### src/logic/cpu_pkg.sv
package cpu_pkg;

  typedef logic [9:0]  addr_t;     // ram word address
  typedef logic [15:0] word_t;     // data and operand word
  typedef logic [4:0]  reg_idx_t;  // low bits of the register byte

  localparam int unsigned NUM_REGS = 32;

  // opcode byte of instruction word 0
  typedef enum logic [7:0] {
    OP_JMP       = 8'd1,
    OP_RAM2REG   = 8'd2,
    OP_REG2RAM   = 8'd3,
    OP_NUM2REG   = 8'd4,
    OP_REG_PLUS  = 8'd5,
    OP_REG_MINUS = 8'd6,
    OP_EXIT      = 8'd17
  } opcode_e;

  // one decoded instruction as it moves through the queue
  typedef struct packed {
    logic [7:0] op;       // raw byte, unknown codes pass through
    reg_idx_t   reg_num;
    word_t      value;    // word 1 of the instruction
  } inst_t;

  typedef enum logic [1:0] {
    EX_IDLE,
    EX_RUN,
    EX_LOAD_WAIT,   // ram read in flight
    EX_DONE         // exit retired
  } exec_state_e;

endpackage
### src/logic/inst_if.sv
`timescale 1ns/100ps

// one instruction item with a valid/ready pair
// the item moves on an edge where valid and ready are both high
interface inst_if;

  logic           valid;  // held until accepted
  logic           ready;
  cpu_pkg::inst_t item;

  modport producer (
    output valid,
    output item,
    input  ready
  );

  modport consumer (
    input  valid,
    input  item,
    output ready
  );

endinterface

### src/logic/inst_queue.sv
`timescale 1ns/100ps

module inst_queue #(
  parameter int unsigned QUEUE_DEPTH = 4
) (
  input  logic     clka,
  input  logic     rst,
  inst_if.consumer wr,
  inst_if.producer rd
);

  localparam int unsigned PTR_W = $clog2(QUEUE_DEPTH);

  cpu_pkg::inst_t   mem [QUEUE_DEPTH];
  logic [PTR_W-1:0] wr_ptr;
  logic [PTR_W-1:0] rd_ptr;
  logic [PTR_W:0]   count;
  logic             do_push;
  logic             do_pop;

  assign wr.ready = (count != (PTR_W + 1)'(QUEUE_DEPTH));  // not full
  assign rd.valid = (count != '0);                         // not empty
  assign rd.item  = mem[rd_ptr];

  assign do_push = wr.valid && wr.ready;
  assign do_pop  = rd.valid && rd.ready;

  always_ff @(posedge clka) begin
    if (!rst) begin
      wr_ptr <= '0;
      rd_ptr <= '0;
      count  <= '0;
    end else begin
      if (do_push) begin
        wr_ptr <= wr_ptr + 1'b1;  // wraps, depth is a power of two
      end
      if (do_pop) begin
        rd_ptr <= rd_ptr + 1'b1;
      end
      case ({do_push, do_pop})
        2'b10:   count <= count + 1'b1;
        2'b01:   count <= count - 1'b1;
        default: ;  // both or neither
      endcase
    end
  end

  always_ff @(posedge clka) begin
    if (do_push) begin
      mem[wr_ptr] <= wr.item;
    end
  end

  a_no_overflow: assert property (
    @(posedge clka) disable iff (!rst) count <= (PTR_W + 1)'(QUEUE_DEPTH)
  ) else $error("queue count above depth");

  // the head must not move while the queue is empty
  a_no_underflow: assert property (
    @(posedge clka) disable iff (!rst) count == '0 |=> rd_ptr == $past(rd_ptr)
  ) else $error("queue popped while empty");

endmodule

### src/flat_wrapper.sv
// flat-port wrapper written by rule: the top's interface ports become plain ports
module inst_queue_flat 
#(
  parameter int unsigned QUEUE_DEPTH = 4
)
  (clka, rst, wr_valid, wr_item, wr_ready, rd_valid, rd_item, rd_ready);
  inst_if wr_i ();
  inst_if rd_i ();
  input  logic clka;
  input  logic rst;
  input wire logic [$bits(wr_i.valid)-1:0] wr_valid;
  input wire logic [$bits(wr_i.item)-1:0] wr_item;
  output wire logic [$bits(wr_i.ready)-1:0] wr_ready;
  output wire logic [$bits(rd_i.valid)-1:0] rd_valid;
  output wire logic [$bits(rd_i.item)-1:0] rd_item;
  input wire logic [$bits(rd_i.ready)-1:0] rd_ready;
  assign wr_i.valid = wr_valid;
  assign wr_i.item = wr_item;
  assign wr_ready = wr_i.ready;
  assign rd_valid = rd_i.valid;
  assign rd_item = rd_i.item;
  assign rd_i.ready = rd_ready;
  inst_queue #(.QUEUE_DEPTH(QUEUE_DEPTH)) u_core (.clka(clka), .rst(rst), .wr(wr_i), .rd(rd_i));
endmodule
### config.mk
export PLATFORM = sky130hd
export DESIGN_NAME = inst_queue_flat
export DESIGN_NICKNAME = d
export VERILOG_FILES = /design/src/logic/cpu_pkg.sv /design/src/logic/inst_if.sv /design/src/logic/inst_queue.sv /design/src/flat_wrapper.sv
export SDC_FILE = /design/constraint.sdc
export NUM_CORES = 1
export LEC_CHECK = 0
export BUFFER_PORTS_ARGS = -buffer_cell sky130_fd_sc_hd__buf_4
export CORE_MARGIN = 2
export CORE_UTILIZATION = 50
export CTS_BUF_LIST = sky130_fd_sc_hd__clkbuf_8 sky130_fd_sc_hd__clkbuf_16
export DETAILED_ROUTE_END_ITERATION = 12
export PLACE_DENSITY = 0.82
export SYNTH_ARGS = -nofsm -noshare
export SYNTH_HDL_FRONTEND = slang
export SYNTH_SLANG_ARGS = --single-unit
### constraint.sdc
create_clock -name clka -period 2.7 [get_ports clka]
set_input_delay 0.405 -clock clka [delete_from_list [all_inputs] [get_ports clka]]
set_output_delay 0.405 -clock clka [all_outputs]
set_load 0.05 [all_outputs]
After elaboration in Yosys (flattened, before gate mapping)
Memory sizes are Yosys's and may differ from the RTL's. A register that Yosys moved wholly into a read port is not among the register bits. Cells that the tools add are included.

Register bits: 7. Latch bits: 0. RAM bits: 116. Bits in read-only memories: 0. Bits of input ports: 33. Output and inout port bits: 31. Logic and storage cells: 20. Memories: 1.

Add/sub/neg operators: 4. Multipliers: 0. Div/mod/pow operators: 0. Order comparisons: 0. Equality and inequality tests: 3. Shifts and indexed selects: 0. Multiplexer cells: 5. Bitwise logic cells: 0. Reductions and logical operators: 4.

Memories: u_core.mem (depth 4, width 29, read ports 1, clocked after memory_dff 1, write ports 1, line inst_queue.sv:14) `cpu_pkg::inst_t mem [QUEUE_DEPTH];`.

Operator list (number): case mux 3 bit (2 select lines) (1); adder 2 x 1 -> 2 bit, second input constant (2); 2-to-1 mux 2 bit (2); adder 3 x 1 -> 3 bit, second input constant (1); inequality test 3 bit, second input constant (1); nonzero test 3 bit (1); subtractor 3 x 1 -> 3 bit, second input constant (1); == test 2 x 1 -> 1 bit, second input constant (1); == test 2 bit, second input constant (1); logical AND 1 bit (2); 2-to-1 mux 1 bit (2); nonzero test 2 bit (1).

Longest topological paths before layout
Depth in word-level cells: 4. Gate-level depth with buffers: 9. Mapped depth without buffers: 9.

Worst setup path before layout
No wires, ideal clock.

Path kind: flip-flop to flip-flop. Start point: reg u_core.count[0]. End point: reg u_core.count[2]. Library setup time: 0.076 ns. Data arrival time: 1.823 ns. Required time: 2.624 ns. Path slack: 0.802 ns. Stages on the path, launching flop included: 10. Buffers on the path: 0. Clock period less this slack: 1.898 ns. Path through: dfxtp_1 > nor2_1 > a21boi_2 > inv_1 > ha_1 > inv_1 > fa_1 > xor2_1 > or3_1 > a21boi_0.

Cells in the longest elaborated chain, start to end: 4. Elaborated cells between the ends (all ways): 10. Classes of those cells: add/sub: 2; eq/ne: 3; mux: 1; reduce/logical: 4.

RTL lines: start: declaration (line inst_queue.sv:17) `logic [PTR_W:0] count;`; start signal: assignment (line inst_queue.sv:41) `2'b10: count <= count + 1'b1;`; start signal: assignment (line inst_queue.sv:42) `2'b01: count <= count - 1'b1;`; inequality test 3 bit / nonzero test 3 bit (equally long branches) (line inst_queue.sv:21, inst_queue.sv:22); logical AND 1 bit (on tied branches) (line inst_queue.sv:25, inst_queue.sv:26); == test 2 x 1 -> 1 bit / == test 2 bit (equally long branches) (line inst_queue.sv:40) `case ({do_push, do_pop})`; case mux 3 bit (2 select lines) / nonzero test 2 bit (equally long branches).

Several ways; a longest one is shown, not always the timed one. A chain may end at the register's enable or synchronous reset.

==> impl_metrics.py <==
metrics = {
    "outcome": {
        "status": "finished, final reports clean",
    },
    "floorplan": {
        "placementRows": 35,
        "fp.dieH_um": 101,
        "start_util_pct": 51.1,
        "die-area_sq_um": 10100,
        "io_pins": 64,
        "die_w_um": 101,
        "core_area_sq_um": 9150,
    },
    "synth": {
        "yosys-top-cells-count": "edfxtp_1 (116), mux4_2 (28), dfxtp_1 (9)",
        "yosysWarnings": 0,
        "synth_cells": 203,
        "synth.distinct_cells": 25,
        "synth_ff_type": "edfxtp_1",
        "synth_area_per_cell_sq_um": 23.0,
        "yosysTopAreaCellShare_pct": 74.5,
        "yosysMostFrequentCell": "edfxtp_1",
        "syn_nets": 242,
        "synth-seq-cells": 125,
        "synthTopCellsByArea": "edfxtp_1 (74%), mux4_2 (13%), dfxtp_1 (3.9%), ha_1 (1.3%), and2_1 (0.94%)",
        "synth_edf_count": 116,
        "synthArstFlopShare_pct": 0,
        "netlist_area_sq_um": 4680,
        "yosysTopAreaCell": "edfxtp_1",
        "seq_area_frac_synth_pct": 78.3,
    },
    "worst_hold_path": {
        "min_delay_path_depth": 1,
        "hp-class": "in2reg",
    },
    "clock_network": {
        "htreeDepth": 4,
        "cts_buffers": 17,
        "post_cts_buffers": 0,
        "cts_resized": 0,
        "clkLatencyLatePin_ns": 0.50,
        "cts.sinks": 125,
        "clkTransAtPathRegs_ns": 0.06,
        "ctsHoldBuffers": 0,
        "cts_max_path_buffers": 2,
        "root_buffer": "clkbuf_8",
        "cts_tree": "built",
    },
    "global_routing": {
        "grt_max_degree": 30,
        "grt_pass1_vias": 2386,
        "overflow": 0,
        "grt_usage_pct": 16.8,
        "grt_antenna_before_repair": 0,
        "grt_pass1_wl_um": 12200,
    },
    "critical_path": {
        "crit_chain": "buf_12 -> mux4_2 -> buf_4",
        "crit_family": "flip-flops",
        "max_stage_delay_ns": 0.57,
        "ff2ff_setup_slack_ns": 0.63,
        "crit_fanout": 15,
        "cp-end-kind": "output port",
        "startpoint_type": "flop",
        "critical_path_depth": 3,
        "crit_arrival_ns": 2.06,
        "worstSetupPathType": "reg2out",
        "worstRegToRegCells": 9,
        "cp_slowest_cell": "dfxtp_2",
        "required_ns": 2.30,
        "worst-path-buf-inv": 2,
    },
    "timing": {
        "slew_violations": 0,
        "setup_viol": 0,
        "relSlewSlack_pct": 70.6,
        "tns_ns": 0,
        "hold_viol_final": 0,
        "period_needed_ns": 2.46,
        "worstMarginPinSlew_ns": 0.441,
        "rsz0062_at_grt": "no",
        "fin_skew_ns": 0.00920,
        "timing.fmax_mhz": 406,
        "min_period_over_period_pct": 91.3,
        "worst_slack_ns": 0.235,
    },
    "routing": {
        "final_antenna_net_count": 0,
        "drt-initial-drc-count": 80,
        "via_per_inst": 5.37,
        "num_vias": 2197,
        "drt_drc_violations_left": 0,
        "dr.pass1.iters": 4,
        "post_drt_wl_per_cell_um": 19.1,
        "drt_wl_total_um": 7800,
    },
    "placement": {
        "gp_congestion": 0.691,
        "preCtsSetupSlack_ns": 0.621,
        "dp_hpwl_um": 4790,
        "port_buffers": 63,
    },
    "job": {
        "cap_violations": 0,
    },
    "power": {
        "irDropWorstVdd_mv": 0.734,
        "p_leak_uw": 0.00204,
        "power.density_nw_per_um2": 1130,
    },
    "final_layout": {
        "final_net_count": 324,
        "drive_gt1_share_pct": 45.0,
        "area_growth_pct": 26.0,
        "diodes": 0,
    },
}
-- layout by cell type, fill, tap and decap left out --
master	count
ha_1	5
nor2b_1	2
mux4_1	1
clkbuf_8	1
xnor2_1	3
edfxtp_1	116
and2_1	3
buf_4	69
mux4_2	28
or3_1	2
xor2_1	1
o31a_1	1
clkinv_4	2
a21boi_2	1
nor2_1	1
inv_6	1
buf_12	1
clkinvlp_4	6
dfxtp_1	8
mux2i_1	2
o311ai_1	1
nand2_1	6
inv_1	7
and2_2	4
clkinv_2	1
fa_1	1
clkinv_1	1
bufinv_16	3
clkbuf_16	16
a21boi_0	1
o21ai_0	2
dfxtp_2	1
-- layer usage --
metal	routed length, um	vias up	part of all wire, %	global-route usage [%]
met5	0	-	0	0
met4	53	0	0.68	6.43
met3	427	7	5.5	6.73
met2	4070	63	52	27.7
met1	3240	1132	42	19.9
li1	-	995	-	-
-- power by group --
group          switching [uW]  total, uW  internal (uW)
combinational            1240       2000            752
sequential                116       2460           2340
clock                     783       2180           1400
-- cells by family after synthesis --
| logic type | synth area share [%] |
|---|---|
| fa+ha+maj | 1.77 |
| xor+xnor | 0.749 |
| buf+inv | 1.69 |
| simple gates | 2.03 |
| flops | 78.3 |
| mux | 14.5 |
| compound gates | 0.990 |
-- sequential cells by signal, indices dropped and copies added, names as in the netlist, named ones only --
register	flops
u_core.mem	116
u_core.count	3
u_core.wr_ptr	2
u_core.rd_ptr	2
-- stage by stage --
step	cell area (sq um)	utilization (%)	hold WS [ns]	total power (uW)	std cells
after floorplan	4680	-	0.468	3970	203
after global placement	5310	58.0	0.486	4490	377
after detailed placement	5310	58.0	0.505	4520	377
after CTS	5890	64.4	0.0657	6720	409
after global routing	5890	64.4	0.0718	6900	409
final	5890	64.4	0.101	6640	409
-- final cells by class --
class	instances	area (sq um)
Inverter	6	22.5
Tap cell	111	139
Clock inverter	15	174
Fill cell	610	3260
Sequential cell	125	3660
Multi-Input combinational cell	65	941
Timing Repair Buffer	70	538
Clock buffer	17	414
-- final timing paths --
path,from,to
max,flop,rd_item[6]
min,wr_item[11],u_core.mem[1][11]$_DFFE_PP_
max reg2reg,u_core.count[0]$_SDFFE_PN0P_,u_core.count[2]$_SDFFE_PN0P_
min reg2reg,u_core.wr_ptr[1]$_SDFFE_PN0P_,u_core.wr_ptr[1]$_SDFFE_PN0P_
Power figures use the tool's default switching activity.
