`src/logic/cpu_pkg.sv`:
```
package cpu_pkg;

  typedef logic [9:0]  addr_t;     // ram word address
  typedef logic [15:0] word_t;     // data and operand word
  typedef logic [4:0]  reg_idx_t;  // low bits of the register byte

  localparam int unsigned NUM_REGS = 32;

  // opcode byte of instruction word 0
  typedef enum logic [7:0] {
    OP_JMP       = 8'd1,
    OP_RAM2REG   = 8'd2,
    OP_REG2RAM   = 8'd3,
    OP_NUM2REG   = 8'd4,
    OP_REG_PLUS  = 8'd5,
    OP_REG_MINUS = 8'd6,
    OP_EXIT      = 8'd17
  } opcode_e;

  // one decoded instruction as it moves through the queue
  typedef struct packed {
    logic [7:0] op;       // raw byte, unknown codes pass through
    reg_idx_t   reg_num;
    word_t      value;    // word 1 of the instruction
  } inst_t;

  typedef enum logic [1:0] {
    EX_IDLE,
    EX_RUN,
    EX_LOAD_WAIT,   // ram read in flight
    EX_DONE         // exit retired
  } exec_state_e;

endpackage
```
`src/logic/inst_if.sv`:
```
`timescale 1ns/100ps

// one instruction item with a valid/ready pair
// the item moves on an edge where valid and ready are both high
interface inst_if;

  logic           valid;  // held until accepted
  logic           ready;
  cpu_pkg::inst_t item;

  modport producer (
    output valid,
    output item,
    input  ready
  );

  modport consumer (
    input  valid,
    input  item,
    output ready
  );

endinterface

```
`src/logic/fetch_unit.sv`:
```
`timescale 1ns/100ps

module fetch_unit #(
  parameter int unsigned PROG_START = 46
) (
  input  logic           clka,
  input  logic           rst,
  input  logic           start,
  input  logic           done,
  output cpu_pkg::addr_t rd_addr_b,
  input  cpu_pkg::word_t rd_data_b,
  inst_if.producer       push
);

  typedef enum logic [2:0] {F_IDLE, F_REQ, F_OP, F_VAL, F_HOLD} fetch_state_e;

  fetch_state_e      state;
  cpu_pkg::addr_t    pc;
  logic [7:0]        op_q;
  cpu_pkg::reg_idx_t reg_q;
  cpu_pkg::word_t    val_q;
  cpu_pkg::inst_t    cur_item;
  logic              slot_free;
  logic              fire;

  assign rd_addr_b = pc;  // ram reads pc every cycle
  assign slot_free = !push.valid || push.ready;
  assign fire      = (state == F_VAL || state == F_HOLD) && op_q != cpu_pkg::OP_JMP
                     && slot_free;

  always_comb begin
    cur_item.op      = op_q;
    cur_item.reg_num = reg_q;
    cur_item.value   = (state == F_HOLD) ? val_q : rd_data_b;  // word 1 arrives in F_VAL
  end

  always_ff @(posedge clka) begin
    if (!rst) begin
      state      <= F_IDLE;
      pc         <= '0;
      push.valid <= 1'b0;
    end else if (start) begin
      state      <= F_REQ;
      pc         <= cpu_pkg::addr_t'(PROG_START);
      push.valid <= 1'b0;
    end else if (done) begin
      state      <= F_IDLE;  // run over
      push.valid <= 1'b0;
    end else begin
      if (push.valid && push.ready) begin
        push.valid <= 1'b0;
      end
      case (state)
        F_REQ, F_OP: begin
          pc    <= pc + 1'b1;
          state <= (state == F_REQ) ? F_OP : F_VAL;
        end
        F_VAL, F_HOLD: begin
          if (op_q == cpu_pkg::OP_JMP) begin
            pc    <= cpu_pkg::addr_t'(cur_item.value);
            state <= F_REQ;  // refetch at target
          end else if (fire) begin
            push.valid <= 1'b1;
            if (op_q == cpu_pkg::OP_EXIT) begin
              state <= F_IDLE;  // stop until next start
            end else begin
              pc    <= pc + 1'b1;  // next word 0 already requested
              state <= F_OP;
            end
          end else begin
            state <= F_HOLD;  // queue full, keep pc
          end
        end
        default: ;
      endcase
    end
  end

  always_ff @(posedge clka) begin
    if (state == F_OP) begin
      op_q  <= rd_data_b[15:8];
      reg_q <= rd_data_b[4:0];
    end
    if (state == F_VAL) begin
      val_q <= rd_data_b;
    end
    if (fire) begin
      push.item <= cur_item;
    end
  end

  // a pushed item stays put until the queue takes it
  a_push_hold: assert property (
    @(posedge clka) disable iff (!rst)
    push.valid && !push.ready |=> push.valid && $stable(push.item)
  ) else $error("fetch dropped or changed an item before transfer");

endmodule

```
`src/flat_wrapper.sv`:
```
// flat-port wrapper written by rule: the top's interface ports become plain ports
module fetch_unit_flat 
#(
  parameter int unsigned PROG_START = 46
)
  (clka, rst, start, done, rd_addr_b, rd_data_b, push_valid, push_item, push_ready);
  inst_if push_i ();
  input  logic clka;
  input  logic rst;
  input  logic start;
  input  logic done;
  output cpu_pkg::addr_t rd_addr_b;
  input  cpu_pkg::word_t rd_data_b;
  output wire logic [$bits(push_i.valid)-1:0] push_valid;
  output wire logic [$bits(push_i.item)-1:0] push_item;
  input wire logic [$bits(push_i.ready)-1:0] push_ready;
  assign push_valid = push_i.valid;
  assign push_item = push_i.item;
  assign push_i.ready = push_ready;
  fetch_unit #(.PROG_START(PROG_START)) u_core (.clka(clka), .rst(rst), .start(start), .done(done), .rd_addr_b(rd_addr_b), .rd_data_b(rd_data_b), .push(push_i));
endmodule
```
`config.mk`:
```
export PLATFORM = sky130hd
export DESIGN_NAME = fetch_unit_flat
export DESIGN_NICKNAME = d
export VERILOG_FILES = /design/src/logic/cpu_pkg.sv /design/src/logic/inst_if.sv /design/src/logic/fetch_unit.sv /design/src/flat_wrapper.sv
export SDC_FILE = /design/constraint.sdc
export NUM_CORES = 1
export LEC_CHECK = 0
export BUFFER_PORTS_ARGS = -buffer_cell sky130_fd_sc_hd__buf_2
export CAP_MARGIN = 20
export CORE_MARGIN = 2
export CORE_UTILIZATION = 58
export CTS_CLUSTER_SIZE = 12
export DETAILED_ROUTE_END_ITERATION = 10
export GPL_TIMING_DRIVEN = 0
export PLACE_DENSITY_LB_ADDON = 0.15
export SYNTH_ARGS = -nofsm -noshare
export SYNTH_HDL_FRONTEND = slang
export SYNTH_SLANG_ARGS = --single-unit
```
`constraint.sdc`:
```
create_clock -name clka -period 8.3 [get_ports clka]
set_input_delay 2.075 -clock clka [delete_from_list [all_inputs] [get_ports clka]]
set_output_delay 2.075 -clock clka [all_outputs]
set_load 0.02 [all_outputs]
```
After elaboration in Yosys (flattened, before gate mapping)
Index checks and enable logic that the tools add are counted.
Storage, ports and cells
  memory bits (read-only): 0
  memories: 0
  output and inout bits: 40
  latch bits: 0
  word-level logic and storage cells: 59
  flip-flop bits (word level): 72
  RAM bits: 0
Operators by class
  divide/modulo/power cells: 0
  equal/unequal tests: 12
  bitwise logic cells: 2
  magnitude comparators: 0
  add/subtract/negate cells: 1
  shifts and indexed selects: 0
  multipliers: 0
  reductions and logical operators: 15
  muxes and demuxes: 18
Operator list (count)
  10-bit two-way mux: 3
  10-bit one-hot mux with 2 select lines: 1
  16-bit two-way mux: 1
  6-bit two-way mux: 2
  10-bit by 1-bit adder with 10-bit output (second input constant): 1
  8-bit by 1-bit equality test with 1-bit output (second input constant): 1
  8-bit by 5-bit equality test with 1-bit output (second input constant): 1
  8-bit by 1-bit != test with 1-bit output (second input constant): 1
  4-bit AND reduction: 2
  1-bit two-way mux: 7
  3-bit by 2-bit equality test with 1-bit output (second input constant): 2
  3-bit two-way mux: 2
  3-bit one-hot mux with 2 select lines: 1
  2-bit OR reduction: 3
  4-bit by 2-bit != test with 1-bit output (second input constant): 1
  4-bit by 3-bit != test with 1-bit output (second input constant): 1
  4-bit nonzero test: 1
  3-bit by 1-bit equality test with 1-bit output (second input constant): 1
  3-bit equality test (second input constant): 1
  1-bit logical AND: 3
  3-bit by 1-bit != test with 1-bit output (second input constant): 1
  3-bit by 2-bit != test with 1-bit output (second input constant): 1
  3-bit nonzero test: 1
  3-bit OR reduction: 1
  6 further kinds: 8

Logic depth before layout (Yosys ltp)
Gate-level depths: netlist of run 1.
  word-level depth: 9
  gate-level depth with buffers: 7
  depth with buffers taken out: 5

Worst setup path after synthesis of run 1
Ideal clock, no wire load.
  path type: input -> register
  from: in push_ready
  to: reg u_core.state[1]
  slack: 4.352 ns
  cell stages on the path: 4
  required time: 8.214 ns
  buffers on the path: 0
  library setup time: 0.086 ns
  arrival: 3.862 ns
  path through: nor2b_1 > nor2_1 > o21ai_0 > a211oi_1
Between the ends
  cells in the longest elaborated chain, start to end: 5
RTL lines
  start, declared: RTL line flat_wrapper.sv:16  | input wire logic [$bits(push_i.ready)-1:0] push_ready;
  1-bit logical OR: RTL line fetch_unit.sv:27  | assign slot_free = !push.valid || push.ready;
  1-bit logical AND: RTL line fetch_unit.sv:29  | && slot_free;
  via u_core.fire: RTL line fetch_unit.sv:24  | logic fire;
  3-bit two-way mux: RTL line fetch_unit.sv:62  | end else if (fire) begin
  3-bit two-way mux: RTL line fetch_unit.sv:59  | if (op_q == cpu_pkg::OP_JMP) begin
  3-bit one-hot mux with 2 select lines: RTL line fetch_unit.sv:53  | case (state)
  end signal, assigned: RTL line fetch_unit.sv:56  | state <= (state == F_REQ) ? F_OP : F_VAL;
  end, declared: RTL line fetch_unit.sv:17  | fetch_state_e state;
The timed path passes the listed nets, and every way through them passes these cells.
A chain may end at the register's enable or synchronous reset.

Worst setup path in the final report of run 1
  from: in push_ready
  to: reg, netlist name u_core.push.item[1]
Between the ends
  cells in the longest elaborated chain, start to end: 2
RTL lines (RTL line)
  1-bit logical OR: fetch_unit.sv:27
  1-bit logical AND: fetch_unit.sv:29
  via u_core.fire: fetch_unit.sv:24
The timed path passes the listed nets, and every way through them passes these cells.

==> results.cfg, run 1 <==
[synthesis]
ys_dominant_reg_cell = sky130_fd_sc_hd__edfxtp_1
synth-simple-area-share_pct = 10.12
synthMostInstantiatedCell = sky130_fd_sc_hd__edfxtp_1
synth_edf_count = 58
seq_area_frac_synth_pct = 69.33
synth.distinct_cells = 51
yosysWarnings = 0
synth_compound_gate_area_share_pct = 11.07
ys_top_cells_by_count = sky130_fd_sc_hd__edfxtp_1, sky130_fd_sc_hd__mux2_2, sky130_fd_sc_hd__dfxtp_1, sky130_fd_sc_hd__nor2_1, sky130_fd_sc_hd__o21ai_0
fraction_of_synthesized_cell_area_taken_by_the_top_area_cell_type_pct = 59.72
syn_inst = 191
synth_register_bits = 72
synthAdderAreaFrac_pct = 0.4290
muxShareOfSynthArea_pct = 6.521
synth_area_leaders = sky130_fd_sc_hd__edfxtp_1, sky130_fd_sc_hd__dfxtp_1, sky130_fd_sc_hd__mux2_2
dominant_combinational_cell_family_by_area_after_synthesis = compound AO/OA/AOI/OAI gates
post_synth.cell_area_avg_um2 = 15.27
syn-num-nets = 213
cell_area_after_synthesis_um2 = 2917
asyncSetResetFlopFracSynth_pct = 0
synth_top_cell_by_area = sky130_fd_sc_hd__edfxtp_1
synth_xor_area_share_pct = 0.9009

[final_layout]
area_growth_pct = 20.03
antenna-diode-count = 0
fin_util_pct = 73.15
final_design_area_no_fill_um2 = 3501
drive_above_1_share_pct = 40.30
final_nets = 285
post_layout_nonfiller_instances = 335
layout.filler_cells = 309

[cts]
number_of_clock_buffers_inserted_by_tritoncts = 9
post-cts-setup-buffers = 0
ctsHoldBuffers = 0
clock-root-buffer = sky130_fd_sc_hd__clkbuf_8
cts_repair_resize_count = 0
h-tree-depth = 3
cts.sinks = 72
clock_edge_transition_at_the_registers_on_the_reported_setup_and_hold_paths_ns = 0.08
clock_insertion_delay_worst_skew_ns = 0.34
tritoncts = built
cts.path.max_buffers = 2

[grt]
grt_antenna_before_repair = 0
grt_max_degree = 22
grt_usage_pct = 21.63
vias_in_the_first_global_route = 1726
global_route.overflow_total = 0
grt_first_pass_wirelength_um = 8590

[worst_hold_path]
holdPathStages = 0
hold_start = u_core.reg_q[2]
worstHoldEndpoint = u_core.push.item[18]
hold_path_class = reg2reg

[place]
place_inst = 319
globalplace.congestion = 0.8530
port_bufs = 59
dp_hpwl_um = 3838
post_dp_cell_area_um2 = 3329

[timing]
timing.fmax_ghz = 0.3211
final_period_minus_worst_setup_slack_ns = 3.115
timing_worst_slew_pin_value_ns = 0.7994
timing.final.hold_violations = 0
maxSlewViolCount = 0
unrepaired_setup_endpoints_after_global_routing = no
slew-limit-headroom_pct = 46.65
clock-skew-final_ns = 0.006779
final.period_utilization_pct = 37.53
final.setup.tns_ns = 0
setup-violations-final = 0

[die]
die_h_um = 74.91
design.portCount = 61
placementRows = 25
initial_core_util_pct = 60.94
fp.coreArea_um2 = 4786
floorplan.die.width_um = 74.91
overall_die_area_um2 = 5612

[power]
static-leakage-power_uw = 0.001263
power.ir.vdd_worst_mv = 0.1574
powerDensity_nw_per_um2 = 190.4

[routing]
finalWirelength_um = 5573
first_iter_violations = 147
route.vias.total = 1877
wl_per_cell_um = 16.64
drc_errors = 0
drtAntennaViolNets = 0
via_cell_ratio = 5.603
total_iterations_of_the_first_detailed_routing_run = 4

[critical_path]
category_of_the_worst_setup_path_launch_point = input pin
timing.reg2reg.worst_path_depth = 6
critPathCaptureType = flip-flop
crit_arrival_ns = 3.16
critical_path_required_ns = 8.34
reg2reg_end = u_core.push.item[1]
setup.worst_path.class = in2reg
critical_path_peak_fanout = 16
regToRegStartpoint = u_core.state[2]
worst-r2r-setup-slack_ns = 5.71

[run]
maxCapViolations = 0

[run_status]
status = finished, final reports clean
-- power breakdown --
group          switching (uW)  internal [uW]
clock                     132            108
combinational            17.4           13.1
sequential               3.98            392
total                     153            514
-- worst max-delay path, cell delays in order --
cell	delay [ns]
sky130_fd_sc_hd__buf_2	0.07
sky130_fd_sc_hd__nor2b_1	0.10
sky130_fd_sc_hd__nor2_2	0.64
sky130_fd_sc_hd__buf_8	0.26
-- logic make-up after synthesis --
logic type | count (synthesis)
DFF | 72
and+or+nand+nor | 48
AOI/OAI and AO/OA | 42
muxes | 17
buffers and inverters | 8
xor gates and xnor gates | 3
adders and majority gates | 1
-- registers in the layout, summed over array words and instances, names as in the netlist --
| signal | flops |
|---|---|
| u_core.push.valid | 1 |
| u_core.val_q | 16 |
| u_core.op_q | 8 |
| u_core.push.item | 29 |
| u_core.state | 3 |
| u_core.rd_addr_b | 10 |
| u_core.reg_q | 5 |
-- through the flow --
stage | power (uW) | hold slack, ns | setup slack (ns)
after floorplan | 421.0 | 0.4003 | 4.352
after global placement | 433.4 | 0.4019 | 3.650
after detailed placement | 434.6 | 0.4045 | 4.826
after CTS | 669.7 | 0.4199 | 5.193
after global routing | 688.3 | 0.4337 | 5.107
final | 666.6 | 0.4187 | 5.185
-- per-layer routing --
metal | wire, um | track usage [%] | up-vias | part of all wire [%]
met3 | 322 | 5.756 | 5 | 5.8
met2 | 2698 | 34.11 | 58 | 48
met5 | 0 | 0 | - | 0
met4 | 69 | 10.12 | 0 | 1.2
met1 | 2483 | 28.17 | 914 | 45
li1 | - | - | 900 | -
-- placed cells by master, fill, tap and decap left out, types with 2 or more instances in the layout --
cell type and instances:
sky130_fd_sc_hd__nand3_1 4, sky130_fd_sc_hd__nor3_1 4, sky130_fd_sc_hd__nor2_1 10, sky130_fd_sc_hd__dfxtp_1 14
sky130_fd_sc_hd__buf_4 2, sky130_fd_sc_hd__inv_1 2, sky130_fd_sc_hd__nand2_1 8, sky130_fd_sc_hd__o311ai_1 2
sky130_fd_sc_hd__clkinv_2 3, sky130_fd_sc_hd__edfxtp_1 58, sky130_fd_sc_hd__mux2_2 16, sky130_fd_sc_hd__nor4_1 2
sky130_fd_sc_hd__xor2_1 2, sky130_fd_sc_hd__o311a_1 4, sky130_fd_sc_hd__nand4_1 2, sky130_fd_sc_hd__buf_6 2
sky130_fd_sc_hd__buf_2 61, sky130_fd_sc_hd__a21oi_1 8, sky130_fd_sc_hd__o21ai_0 10, sky130_fd_sc_hd__clkinvlp_4 2
sky130_fd_sc_hd__a211oi_1 2, sky130_fd_sc_hd__and2_1 5, sky130_fd_sc_hd__clkbuf_8 9
-- how the worst max path moves through the flow --
stage | cells after the start | end | start
2_1_floorplan | 4 | u_core.state[1] | push_ready
3_3_place_gp | 5 | u_core.state[1] | push_ready
3_5_place_dp | 4 | u_core.push.item[6] | push_ready
4_1_cts | 4 | u_core.push.item[19] | push_ready
5_1_grt | 4 | u_core.push.item[16] | push_ready
6_report | 4 | u_core.push.item[1] | push_ready
-- final cells by class --
class                      count  area (um^2)  area share (%)
buffer                         6        40.04           1.144
clock buffer                   9        123.9           3.538
clock inverter                 7        47.55           1.358
inverter                       2        7.507          0.2144
multi-input combinational    111        854.6           24.41
sequential                    72         2022           57.76
tap                           67        83.83           2.395
timing repair buffer          61        321.6           9.185
Power figures use the tool's default switching activity.
==> inputs of run 2 (changes only) <==
Settings changed: ABC_AREA from default to 1, CORE_UTILIZATION 58 to 49.
Clock period 8.3 ns to 2.8 ns, I/O delays scaled along.
==> run 2 against run 1 <==
Against the previous run: sequential share of layout area decreased by 2.3 points; global-route usage decreased by 3.3 points; via count rose by 15%; synthesized cell count is 57% higher; cell count grew 35%; power grew to 3.0 times the previous value; die area is 23% higher; non-clock buffer count shrank 2; utilization down 12 points; combinational power increased to 3.6 times the previous value; critical path depth increased by 3; largest cell class unchanged; largest power group unchanged.
==> results.cfg, run 2 <==
[final_layout]
final_design_area_no_fill_um2 = 3649
mostFrequentLayoutCells = sky130_fd_sc_hd__nand2_1, sky130_fd_sc_hd__buf_2, sky130_fd_sc_hd__edfxtp_1
area_growth_pct = 19.12
final_nets = 393
final_common_cell = sky130_fd_sc_hd__nand2_1
antenna-diode-count = 0
layout.filler_cells = 534
largest_register_ffs = 29
seqCellArea_um2 = 2022
regMostFlops = u_core.push.item
multiInputGateArea_um2 = 840.8
drive_above_1_share_pct = 24.20

[power]
static-leakage-power_uw = 0.001578
power.ir.vdd_worst_mv = 0.3247
powerDensity_nw_per_um2 = 540.0

[synthesis]
asyncSetResetFlopFracSynth_pct = 0
synth_edf_count = 58
synth_area_leaders = sky130_fd_sc_hd__edfxtp_1, sky130_fd_sc_hd__nand2_1, sky130_fd_sc_hd__dfxtp_1
syn_inst = 299
seq_area_frac_synth_pct = 66.01
synth.distinct_cells = 25
post_synth.cell_area_avg_um2 = 10.24
syn-num-nets = 321
synth_top_cell_by_area = sky130_fd_sc_hd__edfxtp_1
yosysWarnings = 0
ys_top_cells_by_count = sky130_fd_sc_hd__nand2_1, sky130_fd_sc_hd__edfxtp_1, sky130_fd_sc_hd__inv_1, sky130_fd_sc_hd__nor2_1
fraction_of_synthesized_cell_area_taken_by_the_top_area_cell_type_pct = 56.86
ys_dominant_reg_cell = sky130_fd_sc_hd__edfxtp_1
synthMostInstantiatedCell = sky130_fd_sc_hd__nand2_1
cell_area_after_synthesis_um2 = 3063
synth_register_bits = 72

[timing]
setup-violations-final = 0
final_period_minus_worst_setup_slack_ns = 1.911
maxSlewViolCount = 0
timing.final.hold_violations = 0
final.period_utilization_pct = 68.24
unrepaired_setup_endpoints_after_global_routing = no
slew-limit-headroom_pct = 52.64
hold_ws_ns = 0.4211
timing.fmax_ghz = 0.5234
clock-skew-final_ns = 0.006228
final.setup.tns_ns = 0
timing_worst_slew_pin_value_ns = 0.7097

[routing]
wl_per_cell_um = 13.40
total_iterations_of_the_first_detailed_routing_run = 4
drc_errors = 0
route.vias.total = 2166
via_cell_ratio = 4.803
finalWirelength_um = 6045
first_iter_violations = 117
drtAntennaViolNets = 0

[critical_path]
regToRegStartpoint = u_core.op_q[1]
critPathCaptureType = flip-flop
critical_path_peak_fanout = 15
critical_path_required_ns = 2.89
setup.worst_path.class = reg2reg
crit_arrival_ns = 2.00
setup_crit_start = u_core.op_q[1]
category_of_the_worst_setup_path_launch_point = flip-flop

[die]
overall_die_area_um2 = 6899
floorplan.die.width_um = 83.06
design.portCount = 61
initial_core_util_pct = 51.13
die_h_um = 83.06
fp.coreArea_um2 = 5991
placementRows = 28

[grt]
grt_first_pass_wirelength_um = 9825
grt_antenna_before_repair = 0
vias_in_the_first_global_route = 2097
grt_usage_pct = 18.37
grt_max_degree = 17
global_route.overflow_total = 0

[run]
maxCapViolations = 0

[cts]
cts.path.max_buffers = 2
clock-root-buffer = sky130_fd_sc_hd__clkbuf_8
post-cts-setup-buffers = 0
clock_insertion_delay_worst_skew_ns = 0.33
cts_repair_resize_count = 0
number_of_clock_buffers_inserted_by_tritoncts = 9
ctsHoldBuffers = 0
h-tree-depth = 3
clock_edge_transition_at_the_registers_on_the_reported_setup_and_hold_paths_ns = 0.08
tritoncts = built
cts.sinks = 72

[worst_hold_path]
hold_start = u_core.reg_q[0]
hold_path_class = reg2reg

[place]
dp_hpwl_um = 4463
post_dp_cell_area_um2 = 3485
port_bufs = 60
globalplace.congestion = 0.8952

[run_status]
status = finished, final reports clean
-- run 2: cell count changes in the layout (fill, tap and decap cells not counted), moves of 4 or more --
cell,delta
sky130_fd_sc_hd__nand2_1,+76
sky130_fd_sc_hd__inv_1,+41
sky130_fd_sc_hd__nor2_1,+22
sky130_fd_sc_hd__mux2_2,-16
sky130_fd_sc_hd__nand3_1,+10
sky130_fd_sc_hd__and2_1,-5
sky130_fd_sc_hd__o311a_1,-4
-- run 2: power breakdown --
part / leakage (uW) / internal (uW) / switching [uW]
Clock: 0.0000790 / 316 / 370
Combinational: 0.000862 / 39.7 / 68.9
Sequential: 0.000637 / 1160 / 11.4
-- run 2: cell families after synthesis --
family	after synthesis	synth area share, %
AO/OA/AOI/OAI	24	4.085
XOR/XNOR	5	1.430
adder cells (fa/ha/maj)	1	0.4084
buffers and inverters	49	6.536
flip-flops	72	66.01
AND/OR/NAND/NOR	148	21.53
-- run 2: through the flow --
stage	worst slack (ns)	util, %	total power [uW]	cells
CTS	0.8705	60.90	1991	451
finish	0.8892	60.90	1970	451
global route	0.7091	60.90	2059	451
detailed placement	0.6430	58.17	1310	435
floorplan	0.8761	-	1264	299
global placement	0.4534	57.71	1306	434
-- run 2: area by class of cell --
| cell class | instances | area share [%] |
|---|---|---|
| Timing Repair Buffer | 61 | 8.985 |
| Buffer | 4 | 0.7202 |
| Sequential cell | 72 | 55.42 |
| Clock inverter | 6 | 0.9945 |
| Inverter | 45 | 4.767 |
| Tap cell | 75 | 2.572 |
| Multi-Input combinational cell | 178 | 23.05 |
| Clock buffer | 10 | 3.498 |
-- run 2: final timing paths --
kind,depth (start not counted),slack [ns],to
min,0,0.42,u_core.push.item[16]
min reg2reg,0,0.42,u_core.push.item[16]
max,7,0.89,u_core.push.item[26]
max reg2reg,7,0.89,u_core.push.item[26]
-- run 2: critical path, cell delays in order, from the launching register on --
cell and delay, ns:
sky130_fd_sc_hd__edfxtp_1 0.38, sky130_fd_sc_hd__inv_1 0.07, sky130_fd_sc_hd__nand2_1 0.05, sky130_fd_sc_hd__nor2_2 0.28, sky130_fd_sc_hd__nand2_1 0.16, sky130_fd_sc_hd__nand3_1 0.11
sky130_fd_sc_hd__inv_1 0.31, sky130_fd_sc_hd__buf_16 0.29
-- run 2: routing by layer --
layer | wire length [um] | part of all wire (%) | vias up | track usage [%]
met5 | 0 | 0 | - | 0
met3 | 310 | 5.1 | 4 | 3.877
met1 | 2576 | 43 | 992 | 22.41
met2 | 3112 | 51 | 53 | 31.67
li1 | - | - | 1117 | -
met4 | 46 | 0.76 | 0 | 7.601
