<file path="src/logic/cpu_pkg.sv">
package cpu_pkg;

  typedef logic [9:0]  addr_t;     // ram word address
  typedef logic [15:0] word_t;     // data and operand word
  typedef logic [4:0]  reg_idx_t;  // low bits of the register byte

  localparam int unsigned NUM_REGS = 32;

  // opcode byte of instruction word 0
  typedef enum logic [7:0] {
    OP_JMP       = 8'd1,
    OP_RAM2REG   = 8'd2,
    OP_REG2RAM   = 8'd3,
    OP_NUM2REG   = 8'd4,
    OP_REG_PLUS  = 8'd5,
    OP_REG_MINUS = 8'd6,
    OP_EXIT      = 8'd17
  } opcode_e;

  // one decoded instruction as it moves through the queue
  typedef struct packed {
    logic [7:0] op;       // raw byte, unknown codes pass through
    reg_idx_t   reg_num;
    word_t      value;    // word 1 of the instruction
  } inst_t;

  typedef enum logic [1:0] {
    EX_IDLE,
    EX_RUN,
    EX_LOAD_WAIT,   // ram read in flight
    EX_DONE         // exit retired
  } exec_state_e;

endpackage
</file>
<file path="src/logic/inst_if.sv">
`timescale 1ns/100ps

// one instruction item with a valid/ready pair
// the item moves on an edge where valid and ready are both high
interface inst_if;

  logic           valid;  // held until accepted
  logic           ready;
  cpu_pkg::inst_t item;

  modport producer (
    output valid,
    output item,
    input  ready
  );

  modport consumer (
    input  valid,
    input  item,
    output ready
  );

endinterface

</file>
<file path="src/logic/exec_unit.sv">
`timescale 1ns/100ps

module exec_unit (
  input  logic            clka,
  input  logic            rst,
  input  logic            start,
  inst_if.consumer        pop,
  output cpu_pkg::addr_t  addr_a,
  output logic            we_a,
  output cpu_pkg::word_t  wr_data_a,
  input  cpu_pkg::word_t  rd_data_a,
  output logic            busy,
  output logic            done,
  output logic            st_valid,
  output cpu_pkg::addr_t  st_addr,
  output cpu_pkg::word_t  st_data
);

  cpu_pkg::exec_state_e state;
  cpu_pkg::word_t       regs [cpu_pkg::NUM_REGS];
  cpu_pkg::reg_idx_t    ld_reg;
  logic                 retire;

  assign pop.ready = (state == cpu_pkg::EX_RUN);  // low while a load completes
  assign retire    = pop.valid && pop.ready;

  // port a follows the head item and the read lands on the pop edge
  assign addr_a    = cpu_pkg::addr_t'(pop.item.value);
  assign wr_data_a = regs[pop.item.reg_num];
  assign we_a      = retire && (pop.item.op == cpu_pkg::OP_REG2RAM);

  assign busy = (state == cpu_pkg::EX_RUN) || (state == cpu_pkg::EX_LOAD_WAIT);
  assign done = (state == cpu_pkg::EX_DONE);

  always_ff @(posedge clka) begin
    if (!rst) begin
      state    <= cpu_pkg::EX_IDLE;
      st_valid <= 1'b0;
      for (int i = 0; i < cpu_pkg::NUM_REGS; i++) begin
        regs[i] <= '0;
      end
    end else begin
      st_valid <= we_a;  // one beat per store
      case (state)
        cpu_pkg::EX_IDLE, cpu_pkg::EX_DONE: begin
          if (start) begin
            state <= cpu_pkg::EX_RUN;
          end
        end
        cpu_pkg::EX_RUN: begin
          if (pop.valid) begin
            case (pop.item.op)
              cpu_pkg::OP_NUM2REG:   regs[pop.item.reg_num] <= pop.item.value;
              cpu_pkg::OP_REG_PLUS:
                regs[pop.item.reg_num] <= regs[pop.item.reg_num] + pop.item.value;
              cpu_pkg::OP_REG_MINUS:
                regs[pop.item.reg_num] <= regs[pop.item.reg_num] - pop.item.value;
              cpu_pkg::OP_RAM2REG:   state <= cpu_pkg::EX_LOAD_WAIT;
              cpu_pkg::OP_EXIT:      state <= cpu_pkg::EX_DONE;
              default: ;  // stores leave on port a and others do nothing
            endcase
          end
        end
        cpu_pkg::EX_LOAD_WAIT: begin
          regs[ld_reg] <= rd_data_a;
          state        <= cpu_pkg::EX_RUN;
        end
        default: state <= cpu_pkg::EX_IDLE;
      endcase
    end
  end

  always_ff @(posedge clka) begin
    if (retire) begin
      ld_reg <= pop.item.reg_num;
    end
    st_addr <= addr_a;
    st_data <= wr_data_a;
  end

  // busy only ends after an EXIT from the queue retired
  a_busy_exit: assert property (
    @(posedge clka) disable iff (!rst)
    $fell(busy) |-> $past(retire && pop.item.op == cpu_pkg::OP_EXIT)
  ) else $error("busy fell without EXIT");

endmodule

</file>
<file path="src/flat_wrapper.sv">
// flat-port wrapper written by rule: the top's interface ports become plain ports
module exec_unit_flat 
  (clka, rst, start, addr_a, we_a, wr_data_a, rd_data_a, busy, done, st_valid, st_addr, st_data, pop_valid, pop_item, pop_ready);
  inst_if pop_i ();
  input  logic clka;
  input  logic rst;
  input  logic start;
  output cpu_pkg::addr_t addr_a;
  output logic we_a;
  output cpu_pkg::word_t wr_data_a;
  input  cpu_pkg::word_t rd_data_a;
  output logic busy;
  output logic done;
  output logic st_valid;
  output cpu_pkg::addr_t st_addr;
  output cpu_pkg::word_t st_data;
  input wire logic [$bits(pop_i.valid)-1:0] pop_valid;
  input wire logic [$bits(pop_i.item)-1:0] pop_item;
  output wire logic [$bits(pop_i.ready)-1:0] pop_ready;
  assign pop_i.valid = pop_valid;
  assign pop_i.item = pop_item;
  assign pop_ready = pop_i.ready;
  exec_unit u_core (.clka(clka), .rst(rst), .start(start), .pop(pop_i), .addr_a(addr_a), .we_a(we_a), .wr_data_a(wr_data_a), .rd_data_a(rd_data_a), .busy(busy), .done(done), .st_valid(st_valid), .st_addr(st_addr), .st_data(st_data));
endmodule
</file>
<file path="config.mk">
export PLATFORM = sky130hd
export DESIGN_NAME = exec_unit_flat
export DESIGN_NICKNAME = d
export VERILOG_FILES = /design/src/logic/cpu_pkg.sv /design/src/logic/inst_if.sv /design/src/logic/exec_unit.sv /design/src/flat_wrapper.sv
export SDC_FILE = /design/constraint.sdc
export NUM_CORES = 1
export LEC_CHECK = 0
export BUFFER_PORTS_ARGS = -buffer_cell sky130_fd_sc_hd__buf_4
export CELL_PAD_IN_SITES_DETAIL_PLACEMENT = 2
export CELL_PAD_IN_SITES_GLOBAL_PLACEMENT = 2
export CORE_MARGIN = 4
export CORE_UTILIZATION = 35
export DETAILED_ROUTE_END_ITERATION = 8
export PLACE_DENSITY = 0.68
export RECOVER_POWER = 100
export SYNTH_ARGS = -nofsm -noshare
export SYNTH_HDL_FRONTEND = slang
export SYNTH_SLANG_ARGS = --single-unit
</file>
<file path="constraint.sdc">
create_clock -name clka -period 5.2 [get_ports clka]
set_input_delay 0.26 -clock clka [delete_from_list [all_inputs] [get_ports clka]]
set_output_delay 0.26 -clock clka [all_outputs]
set_load 0.02 [all_outputs]
</file>
; ---- Word level (Yosys, flattened, before mapping)
; Memory sizes are Yosys's and may differ from the RTL's.
; Index checks and enable logic that the tools add are counted.
[op_classes]
n_eq_ne = 12
n_div = 0
addsub = 2
muxes = 31
magnitude_cmp = 0
n_reduce_logical = 8
n_mul = 0
n_bitwise = 2
shift = 0
[op_table]
columns = op, count
row1 = 2-to-1 mux 16 bit, 4
row2 = OR reduction 16 bit, 2
row3 = == test 8 x 3 -> 1 bit (second input constant), 3
row4 = 2-to-1 mux 1 bit, 21
row5 = adder 16 bit, 1
row6 = == test 8 x 2 -> 1 bit (second input constant), 2
row7 = subtractor 16 bit, 1
row8 = 2-to-1 mux 5 bit, 2
row9 = == test 8 x 5 -> 1 bit (second input constant), 1
row10 = case mux 2 bit (3 select lines), 1
row11 = == test 2 bit (second input constant), 2
row12 = 2-to-1 mux 2 bit, 2
row13 = != test 2 bit (second input constant), 2
row14 = case mux 2 bit (2 select lines), 1
row15 = != test 3 bit (second input constant), 1
row16 = AND reduction 3 bit, 1
row17 = == test 2 x 1 -> 1 bit (second input constant), 1
row18 = logical AND 1 bit, 2
row19 = logical NOT 2 bit, 1
row20 = OR 1 bit, 2
row21 = OR reduction 2 bit, 1
row22 = logical OR 1 bit, 1
[totals]
romBits = 0
out_inout_bits = 57
mem_count = 1
ramBits = 512
regBits = 34
latch_bits = 0
in_bits = 49
[memory_table]
columns = memory, words, word_bits, rd, rd_clocked_by_memory_dff, wr, line
row1 = u_core.regs, 32, 16, 1, 0, 32, exec_unit.sv:20  ; cpu_pkg::word_t regs [cpu_pkg::NUM_REGS];

; ---- Longest topological paths before layout
; Gate-level depths: netlist (run 1).
[logic_depth]
word_depth = 11
depth_mapped = 21
depth_no_buf = 17

; ---- Worst setup path after synthesis (run 1)
; No wires, ideal clock.
[synth_path]
path_type = in2reg
startpoint = in pop_item[16]
endpoint = mem u_core.regs[12][14] (netlist bit), data pin
path_slack_ps = -301
setup_time_ps = 266
t_arrival_ps = 5235
cell_stages = 19
path_buffers = 5
path_cell_list = clkbuf_1 > buf_1 > clkbuf_1 > mux4_2 > mux4_2 > nand2_1 > nand2_1 > ha_1 > clkbuf_1 > nor2b_1 > o21ai_0 > nand2_1 > o311ai_0 > o31ai_1 > xnor2_1 > a221oi_1 > a2bb2oi_1 > clkbuf_1 > nor2_1
[synth_lines]
columns = item, line
row1 = from (decl), flat_wrapper.sv:18  ; input wire logic [$bits(pop_i.item)-1:0] pop_item;
row2 = to (decl), exec_unit.sv:20

==> results.cfg, run 1 <==
[status]
status = finished with violations
violations = max-capacitance violations, max-slew violations

[layout]
drive_gt1_share_pct = 18.8
nNetsFinal = 2073
layout-area-overhead-vs-synth_pct = 16.5
largest_reg_flops = 512
final_cells = 2975
top_regs = u_core.regs: 512 flops, u_core.st_data: 16 flops, u_core.st_addr: 10 flops
multi_input_area_sq_um = 8260
regMostFlops = u_core.regs
postLayoutCoreUtil_pct = 41.4
fillers = 7035
seq_area_sq_um = 16100

[setup_path]
path_class = register to register
cpMaxStageDelayCell = mux4_2
crit_fanout = 32
crit_chain = mux4_2 > mux4_2 > nand2_1 > nand2_1 > ha_1 > nor3_1 > nand2_1 > a21oi_1 > or2_2 > nand2b_1 > a2111oi_0 > buf_4 > mux2i_1 > o211a_1 > buf_12 > nor3_1
endpoint_kind = register
critPathLaunch = u_core.regs[24][6]
critical-path-top-delay-family = simple AND/OR/NAND/NOR gates
slowest_delay_ps = 540
crit_buf_inv = 2
cp_common_cell = nand2_1
worst-r2r-setup-slack_ps = 170
cp-start-kind = register
arrival_ps = 5360
worstReg2RegStart = u_core.regs[24][6]
cp.required_ps = 5530

[clocking]
numCtsBuffers = 57
clock_latency_ps = 630
cts_tree = done
cts_setup_buffers = 0
htreeDepth = 2
clkTransAtPathRegs_ps = 60
cts_max_path_buffers = 3
cts_num_sinks = 546
cts-root-buf = clkbuf_16

[drt]
post_drt_wl_per_cell_microns = 29.3
drt-met1-wl_microns = 36500
num_vias = 16550
wl_met3_microns = 5440
highest_layer = met5
wl_met2_microns = 42200
finalWirelength_microns = 87300
drc = 0
ant_nets = 0
drtIter0Drc = 1430
routed_via_density = 5.56
drt_pass1_iterations = 5

[die]
die_h_microns = 275
initial_utilization_pct = 35.5
die_area_sq_um = 75800
core_area_sq_um = 70400
fp.dieW_microns = 275
pin_count = 106
fp-row-count = 97

[pwr]
switching_share_pct = 26.8
total_power_mw = 10.4
internal_power_mw = 7.60
leakagePower_nw = 10.5
worst_ir_drop_vdd_uv = 243
combPwrFrac_pct = 13.6
clkPwrFrac_pct = 37.9
switching_power_mw = 2.79
seqPwrFrac_pct = 48.5
power.density_nw_per_um2 = 357

[sta]
min_period_over_period_pct = 96.6
finalHoldViolations = 0
final.setup.tns_ps = 0
setup_viol = 0
max_slew.worst_pin.slew_ps = 1690
timing.slew.headroom_pct = -13.3
fin_skew_ps = 24.4
grt_setup_unrepaired = false
fin_crit_ps = 5030
slew_viol_final = 18
timing.fmax_mhz = 199

[global_routing]
grt_pass1_vias = 17777
grt_pass1_wl_microns = 126000
grt_start_max_net_pins = 42
grtUsageTotal_pct = 22.7
antenna_found_initial = 11
grt_overflow = 0

[worst_hold_path]
hp-class = primary input to register
hold_start = start

[job]
max_cap_viol_count = 1

[yosys]
synth_top_area_share_pct = 62.1
ys_async_sr_fraction_pct = 0
ys_seq_area_share_pct = 64.4
ys_warn_count = 0
ys_top_cells_by_count = edfxtp_1 (517), nor2_1 (511), mux4_2 (152)
ys_top_cells_by_area = edfxtp_1 (62%), mux4_2 (14%), nor2_1 (7.7%), dfxtp_1 (2.3%), nand2_1 (2.0%)
syn-instance-count = 1827
synth_edf_count = 517
synth.most_common_cell = edfxtp_1
synth.cell_area_sq_um = 25000
synthFlopType = edfxtp_1
synth_area_leader_cell = edfxtp_1
syn-num-nets = 1915
ys_ff_latch = 546
yosysUniqueCellTypes = 63
synth_area_per_cell_sq_um = 13.7

[placement]
place.port_buffers = 105
dp_cells = 2854
gp_congestion = 0.817
hpwl_microns = 59800
-- area by class of cell --
cell class	count	area share, %
sequential	546	55.3
multi-input combinational	1093	28.3
timing repair buffer	251	5.92
clock buffer	73	5.10
tap	940	4.04
clock inverter	31	0.816
inverter	36	0.464
antenna	5	0.0429
-- metrics by stage --
stage               instance area, sq um  worst slack [ps]  hold slack, ps
floorplan                          25000              73.3             288
global placement                   27800              -286             400
detailed placement                 27800              -393             403
CTS                                29600              9.95            19.3
global route                       29100              7.95            38.6
finish                             29100               174            34.9
-- tightest hold or removal path, cell delays in order --
cell     delay [ps]
buf_4            80
nor2_1           60
o21ai_0         160
nor2_1           50
-- placed cells by master (no fill, tap or decap), drive strengths merged, types with 8 or more instances in the layout --
| cell type | synthesis | final |
|---|---|---|
| nor2 | 514 | 514 |
| mux4 | 157 | 157 |
| buf | 35 | 115 |
| nand2b | 8 | 8 |
| dfxtp | 29 | 29 |
| nand2 | 134 | 134 |
| clkinv | 2 | 24 |
| inv | 34 | 38 |
| dlygate4sd3 | 0 | 12 |
| clkbuf | 117 | 197 |
| o21ai | 24 | 24 |
| edfxtp | 517 | 517 |
| nor2b | 9 | 9 |
| nand3 | 8 | 8 |
| a21o | 8 | 8 |
| a21oi | 34 | 34 |
| a211oi | 8 | 8 |
| nor3 | 48 | 48 |
| ha | 37 | 37 |
-- final timing paths --
path	to	depth (start not counted)
min reg2reg	u_core.state[1]	2
max reg2reg	u_core.regs[20][13]	16
max	u_core.regs[20][13]	16
min	u_core.state[1]	4
-- kinds of logic (layout without fill, tap and decap cells) --
kind of cell,count (synthesis),count (layout),synth area share (%)
flops,546,546,64.4
simple gates,747,747,12.0
buf+inv,188,391,3.13
xor+xnor,9,9,0.315
compound gates,133,133,3.63
other cells,0,5,0
fa+ha+maj,39,39,2.01
mux,165,165,14.5
-- repair_timing --
item / CTS / global route
endpoints found under the setup margin: 0 / 42
gates resized for setup: 0 / 2
hold endpoints to repair: 13 / 0
hold buffers: 12 / 0
-- routing by layer --
| layer | track usage (%) | up-vias |
|---|---|---|
| met3 | 3.81 | 114 |
| met4 | 7.65 | 2 |
| met2 | 37.4 | 559 |
| met5 | 0 | - |
| li1 | - | 7007 |
| met1 | 30.7 | 8868 |
-- power by group through the flow --
| stage | Sequential (mW) | Clock, mW | Combinational (mW) |
|---|---|---|---|
| after floorplan | 5.11 | 0 | 0.784 |
| after detailed placement | 5.12 | 0 | 1.49 |
| after global placement | 5.10 | 0 | 1.45 |
| after CTS | 5.03 | 4.00 | 1.51 |
| final | 5.04 | 3.94 | 1.42 |
| after global routing | 5.05 | 4.18 | 1.51 |
(Power assumes the default switching activity.)
==> inputs of run 2 (changes only) <==
--- a/config.mk
+++ b/config.mk
@@ -11,7 +11,7 @@
 export CORE_MARGIN = 4
 export CORE_UTILIZATION = 35
 export DETAILED_ROUTE_END_ITERATION = 8
-export PLACE_DENSITY = 0.68
+export PLACE_DENSITY = 0.65
 export RECOVER_POWER = 100
 export SYNTH_ARGS = -nofsm -noshare
 export SYNTH_HDL_FRONTEND = slang
==> constraint.sdc (replaced) <==
create_clock -name clka -period 6.45 [get_ports clka]
set_input_delay 0.3225 -clock clka [delete_from_list [all_inputs] [get_ports clka]]
set_output_delay 0.3225 -clock clka [all_outputs]
set_load 0.02 [all_outputs]
==> results.cfg, run 2 (same netlist as run 1, synthesis figures left out) <==
[sta]
final.setup.tns_ps = 0
timing.slew.headroom_pct = -107
min_period_over_period_pct = 89.4
fin_skew_ps = 37.3
finalHoldViolations = 0
max_slew.worst_pin.slew_ps = 3080
grt_setup_unrepaired = false
hold_ws_ps = 41.4
slew_viol_final = 154
setup_viol = 0
timing.fmax_mhz = 173
fin_crit_ps = 5770

[layout]
top_regs = u_core.regs: 512 flops, u_core.st_data: 16 flops, u_core.st_addr: 10 flops
seq_area_sq_um = 16100
regMostFlops = u_core.regs
diodes = 0
fillers = 7051
drive_gt1_share_pct = 16.9
final_cell_mix = edfxtp_1 (517), nor2_1 (513), mux4_2 (152), nand2_1 (133), clkbuf_1 (100)
nNetsFinal = 2004
multi_input_area_sq_um = 8230
largest_reg_flops = 512
layout-area-overhead-vs-synth_pct = 14.7
final_common_cell = edfxtp_1

[drt]
post_drt_wl_per_cell_microns = 29.4
drt_pass1_iterations = 5
drtIter0Drc = 1356
routed_via_density = 5.58
num_vias = 16220
finalWirelength_microns = 85500
ant_nets = 0
drc = 0

[worst_hold_path]
hp-class = primary input to register

[clocking]
clkTransAtPathRegs_ps = 60
cts_num_sinks = 546
cts_max_path_buffers = 3
htreeDepth = 2
cts_tree = done
cts_resized = 0
cts-root-buf = clkbuf_16
clock_latency_ps = 640
cts_hold_buf = 12
cts_setup_buffers = 0
numCtsBuffers = 59

[setup_path]
arrival_ps = 6220
slowest_delay_ps = 640
cp_common_cell = nor2_1
crit_fanout = 32
cpMaxStageDelayCell = a211oi_1
crit_chain = dlygate4sd3_1 > clkbuf_1 > inv_2 > mux4_2 > nand2_1 > and2_0 > inv_1 > ha_1 > nand2b_1 > a211oi_1 > nor2_1 > a21oi_1 > nor2_1 > a211o_1 > a221oi_1 > a21oi_4 > clkbuf_2 > nor2_1
cp.required_ps = 6900
path_class = primary input to register
cp-start-kind = primary input
endpoint_kind = register

[die]
fp.dieW_microns = 275
die_area_sq_um = 75800
die_h_microns = 275
core_area_sq_um = 70400
initial_utilization_pct = 35.5
pin_count = 106
fp-row-count = 97

[global_routing]
grt_pass1_vias = 17544
antenna_found_initial = 2
grtUsageTotal_pct = 22.4
grt_overflow = 0
grt_pass1_wl_microns = 123000
grt_start_max_net_pins = 68

[status]
status = finished with violations
violations = max-capacitance violations, max-slew violations

[job]
max_cap_viol_count = 6

[placement]
gp_congestion = 0.854
hpwl_microns = 56500
place.port_buffers = 105

[pwr]
power.density_nw_per_um2 = 298
leakagePower_nw = 10.3
worst_ir_drop_vdd_uv = 227
[run 2: area by class of cell]
type / instances / area share (%)
clock buffers: 72 / 5.42
clock inverters: 38 / 1.23
inverters: 36 / 0.471
multi-input cells: 1093 / 28.7
flip-flops and latches: 546 / 56.1
well taps: 940 / 4.10
repair buffers: 180 / 3.99
[run 2: path summary, 6_finish.rpt]
check	start	endpoint	slack [ps]	cells after the start
max	pop_item[19]	u_core.regs[29][7]	680	18
min	start	u_core.state[1]	40	4
max reg2reg	u_core.regs[24][1]	u_core.regs[29][7]	910	16
min reg2reg	u_core.state[1]	u_core.state[1]	560	2
[run 2: report_power, final]
group          internal (mW)  switching (mW)  total [mW]
sequential              4.01          0.0499        4.06
combinational          0.345           0.762        1.11
clock                   1.92            1.47        3.38
total                   6.27            2.28        8.55
[run 2: metal layers]
layer | track usage (%) | vias up | part of all wire [%]
li1 | - | 6885 | -
met1 | 30.2 | 8760 | 43
met2 | 37.8 | 470 | 49
met3 | 3.38 | 105 | 5.3
met4 | 6.37 | 0 | 2.9
met5 | 0 | - | 0
[run 2: worst max-delay path: cells and delay by family]
| kind | cells | cell delay, ps |
|---|---|---|
| buffers and inverters | 5 | 2210 |
| AO/OA/AOI/OAI | 5 | 1600 |
| AND/OR/NAND/NOR | 6 | 1110 |
| multiplexers | 1 | 600 |
| adder cells (fa/ha/maj) | 1 | 350 |
[run 2: per-stage QoR]
stage	cell area, sq um	setup WS, ps	utilization [%]	power (mW)	std cells
2_1_floorplan	25000	887	-	4.75	1827
3_3_place_gp	27100	501	38.5	5.23	2783
3_5_place_dp	27100	422	38.5	5.27	2783
4_1_cts	29100	1030	41.3	8.67	2905
5_1_grt	28700	409	40.8	8.84	2905
6_report	28700	683	40.8	8.55	2905
==> inputs of run 3 (changes only) <==
--- a/config.mk
+++ b/config.mk
@@ -5,13 +5,15 @@
 export SDC_FILE = /design/constraint.sdc
 export NUM_CORES = 1
 export LEC_CHECK = 0
+export ABC_AREA = 1
 export BUFFER_PORTS_ARGS = -buffer_cell sky130_fd_sc_hd__buf_4
 export CELL_PAD_IN_SITES_DETAIL_PLACEMENT = 2
 export CELL_PAD_IN_SITES_GLOBAL_PLACEMENT = 2
 export CORE_MARGIN = 4
 export CORE_UTILIZATION = 35
+export CTS_CLUSTER_DIAMETER = 120
 export DETAILED_ROUTE_END_ITERATION = 8
-export PLACE_DENSITY = 0.65
+export PLACE_DENSITY = 0.7
 export RECOVER_POWER = 100
 export SYNTH_ARGS = -nofsm -noshare
 export SYNTH_HDL_FRONTEND = slang
==> results.cfg, run 3 <==
[drt]
post_drt_wl_per_cell_microns = 28.3
drtIter0Drc = 1786
drc = 0
ant_nets = 0
finalWirelength_microns = 102000
routed_via_density = 5.71
drt_pass1_iterations = 5
num_vias = 20635

[sta]
max_slew.worst_pin.slew_ps = 1930
slew_viol_final = 142
timing.slew.headroom_pct = -28.7
setup_viol = 0
timing.fmax_mhz = 168
final.setup.tns_ps = 0
fin_crit_ps = 5950
finalHoldViolations = 0
min_period_over_period_pct = 92.3
fin_skew_ps = 22.5
grt_setup_unrepaired = false

[yosys]
yosysUniqueCellTypes = 43
ys_async_sr_fraction_pct = 0
yosys-mux-area-fraction_pct = 0.0387
synth_top_family_by_area = simple AND/OR/NAND/NOR gates
synthSimpleGateAreaFrac_pct = 18.1
syn-num-nets = 2651
synth_top_area_share_pct = 60.1
synth_edf_count = 517
syn-instance-count = 2563
synth_adder_area_share_pct = 1.95
synthFlopType = edfxtp_1
synth.cell_area_sq_um = 25900
ys_seq_area_share_pct = 62.3
synth_area_leader_cell = edfxtp_1
ys_ff_latch = 546
synth_compound_area_share_pct = 12.2
synth.most_common_cell = nor2_1
ys_warn_count = 0
ys_top_cells_by_count = nor2_1 (817), edfxtp_1 (517), o21ai_0 (298)
synth_xor_area_share_pct = 0.237
synth_area_per_cell_sq_um = 10.1
ys_top_cells_by_area = edfxtp_1 (60%), nor2_1 (12%), o21ai_0 (5.8%), o221ai_1 (2.9%), nand2_1 (2.4%)

[pwr]
worst_ir_drop_vdd_uv = 247
leakagePower_nw = 11.2
power.density_nw_per_um2 = 297

[layout]
regMostFlops = u_core.regs
largest_reg_flops = 512
nNetsFinal = 2698
finalInstanceArea_sq_um = 29400
top_regs = u_core.regs: 512 flops, u_core.st_data: 16 flops, u_core.st_addr: 10 flops
final_cell_mix = nor2_1 (819), edfxtp_1 (517), o21ai_0 (299), nand2_1 (169), clkbuf_1 (107)
layout-area-overhead-vs-synth_pct = 13.7
drive_gt1_share_pct = 8.75
final_common_cell = nor2_1

[die]
die_h_microns = 280
pin_count = 106
fp-row-count = 99
fp.dieW_microns = 280
die_area_sq_um = 78300
core_area_sq_um = 73100
initial_utilization_pct = 35.4

[global_routing]
grt_pass1_wl_microns = 149000
antenna_found_initial = 6
grtUsageTotal_pct = 25.7
grt_overflow = 0
grt_pass1_vias = 21929
grt_start_max_net_pins = 83

[setup_path]
cpMaxStageDelayCell = clkbuf_1
path_class = primary input to register
slowest_delay_ps = 1150
cp.required_ps = 6770
cp-start-kind = primary input
crit_fanout = 21
arrival_ps = 6270
crit_chain = clkbuf_1 > inv_1 > a31oi_1 > a32oi_1 > clkbuf_1 > ha_1 > nand2_1 > inv_1 > a21boi_0 > o21ai_0 > o21ai_0 > o211ai_1 > o21ai_4 > buf_4 > nor2_1
endpoint_kind = register

[clocking]
clkTransAtPathRegs_ps = 60
cts_num_sinks = 546
cts_max_path_buffers = 3
clock_latency_ps = 610
cts_resized = 0
htreeDepth = 3
cts_tree = done
numCtsBuffers = 66
cts-root-buf = clkbuf_16

[placement]
hpwl_microns = 65000
place.port_buffers = 105
gp_congestion = 0.831
placed_cell_area_sq_um = 27700

[job]
max_cap_viol_count = 8

[status]
status = finished with violations
violations = max-capacitance violations, max-slew violations

[worst_hold_path]
hp-class = primary input to register
-- run 3: worst max-delay path: cells and delay by family --
family | cells | cell delay, ps
buffers and inverters | 5 | 2830
adder cells (fa/ha/maj) | 1 | 450
AO/OA/AOI/OAI | 7 | 2350
AND/OR/NAND/NOR | 2 | 220
-- run 3: timing repair --
action,CTS,global route
hold buffers,10,0
buffers inserted,0,0
hold endpoints to repair,10,0
-- run 3: logic make-up after synthesis --
| group | count (synthesis) |
|---|---|
| compound gates | 526 |
| xor+xnor | 7 |
| fa+ha+maj | 39 |
| buf+inv | 306 |
| flops | 546 |
| mux | 1 |
| simple gates | 1138 |
-- run 3: final cells by class --
type | instances | area, sq um
inverters | 90 | 348
clock inverters | 24 | 161
diodes | 4 | 10.0
multi-input cells | 1711 | 8460
clock buffers | 86 | 1810
well taps | 959 | 1200
repair buffers | 195 | 1300
fillers | 7864 | 43700
flip-flops and latches | 546 | 16100
-- run 3: worst paths after layout --
path                                 startpoint                  end  slack (ps)  depth (start not counted)
worst max-delay path               pop_item[20]   u_core.regs[23][7]         500                         15
worst min-delay path               pop_item[21]      u_core.st_valid          40                          3
worst min register to register  u_core.state[1]      u_core.state[1]         540                          2
worst max register to register  u_core.state[0]  u_core.regs[19][12]         660                         10
-- run 3: where the power goes --
| group | switching, mW | total (mW) | internal (mW) | leakage (nW) |
|---|---|---|---|---|
| registers | 0.0435 | 4.05 | 4.01 | 5.57 |
| clock network | 1.49 | 3.53 | 2.04 | 0.961 |
| logic | 0.882 | 1.16 | 0.275 | 4.62 |
-- run 3: through the flow --
stage          worst slack (ps)  instances  utilization (%)  hold slack [ps]  power (mW)
2_1_floorplan              2020       2563                -              350        4.75
3_3_place_gp                923       3491             38.0              459        5.28
3_5_place_dp                722       3491             38.0              460        5.32
4_1_cts                    1340       3611             40.8             10.5        8.85
5_1_grt                     465       3611             40.2             34.4        9.04
6_report                    495       3615             40.2             36.2        8.74
-- run 3: metal layers --
| metal | GRT usage, % | up-vias | wire (microns) |
|---|---|---|---|
| met2 | 42.9 | 576 | 48800 |
| met1 | 33.5 | 10863 | 43600 |
| met4 | 9.50 | 4 | 3950 |
| li1 | - | 9017 | - |
| met3 | 4.73 | 175 | 6040 |
| met5 | 0 | - | 27 |
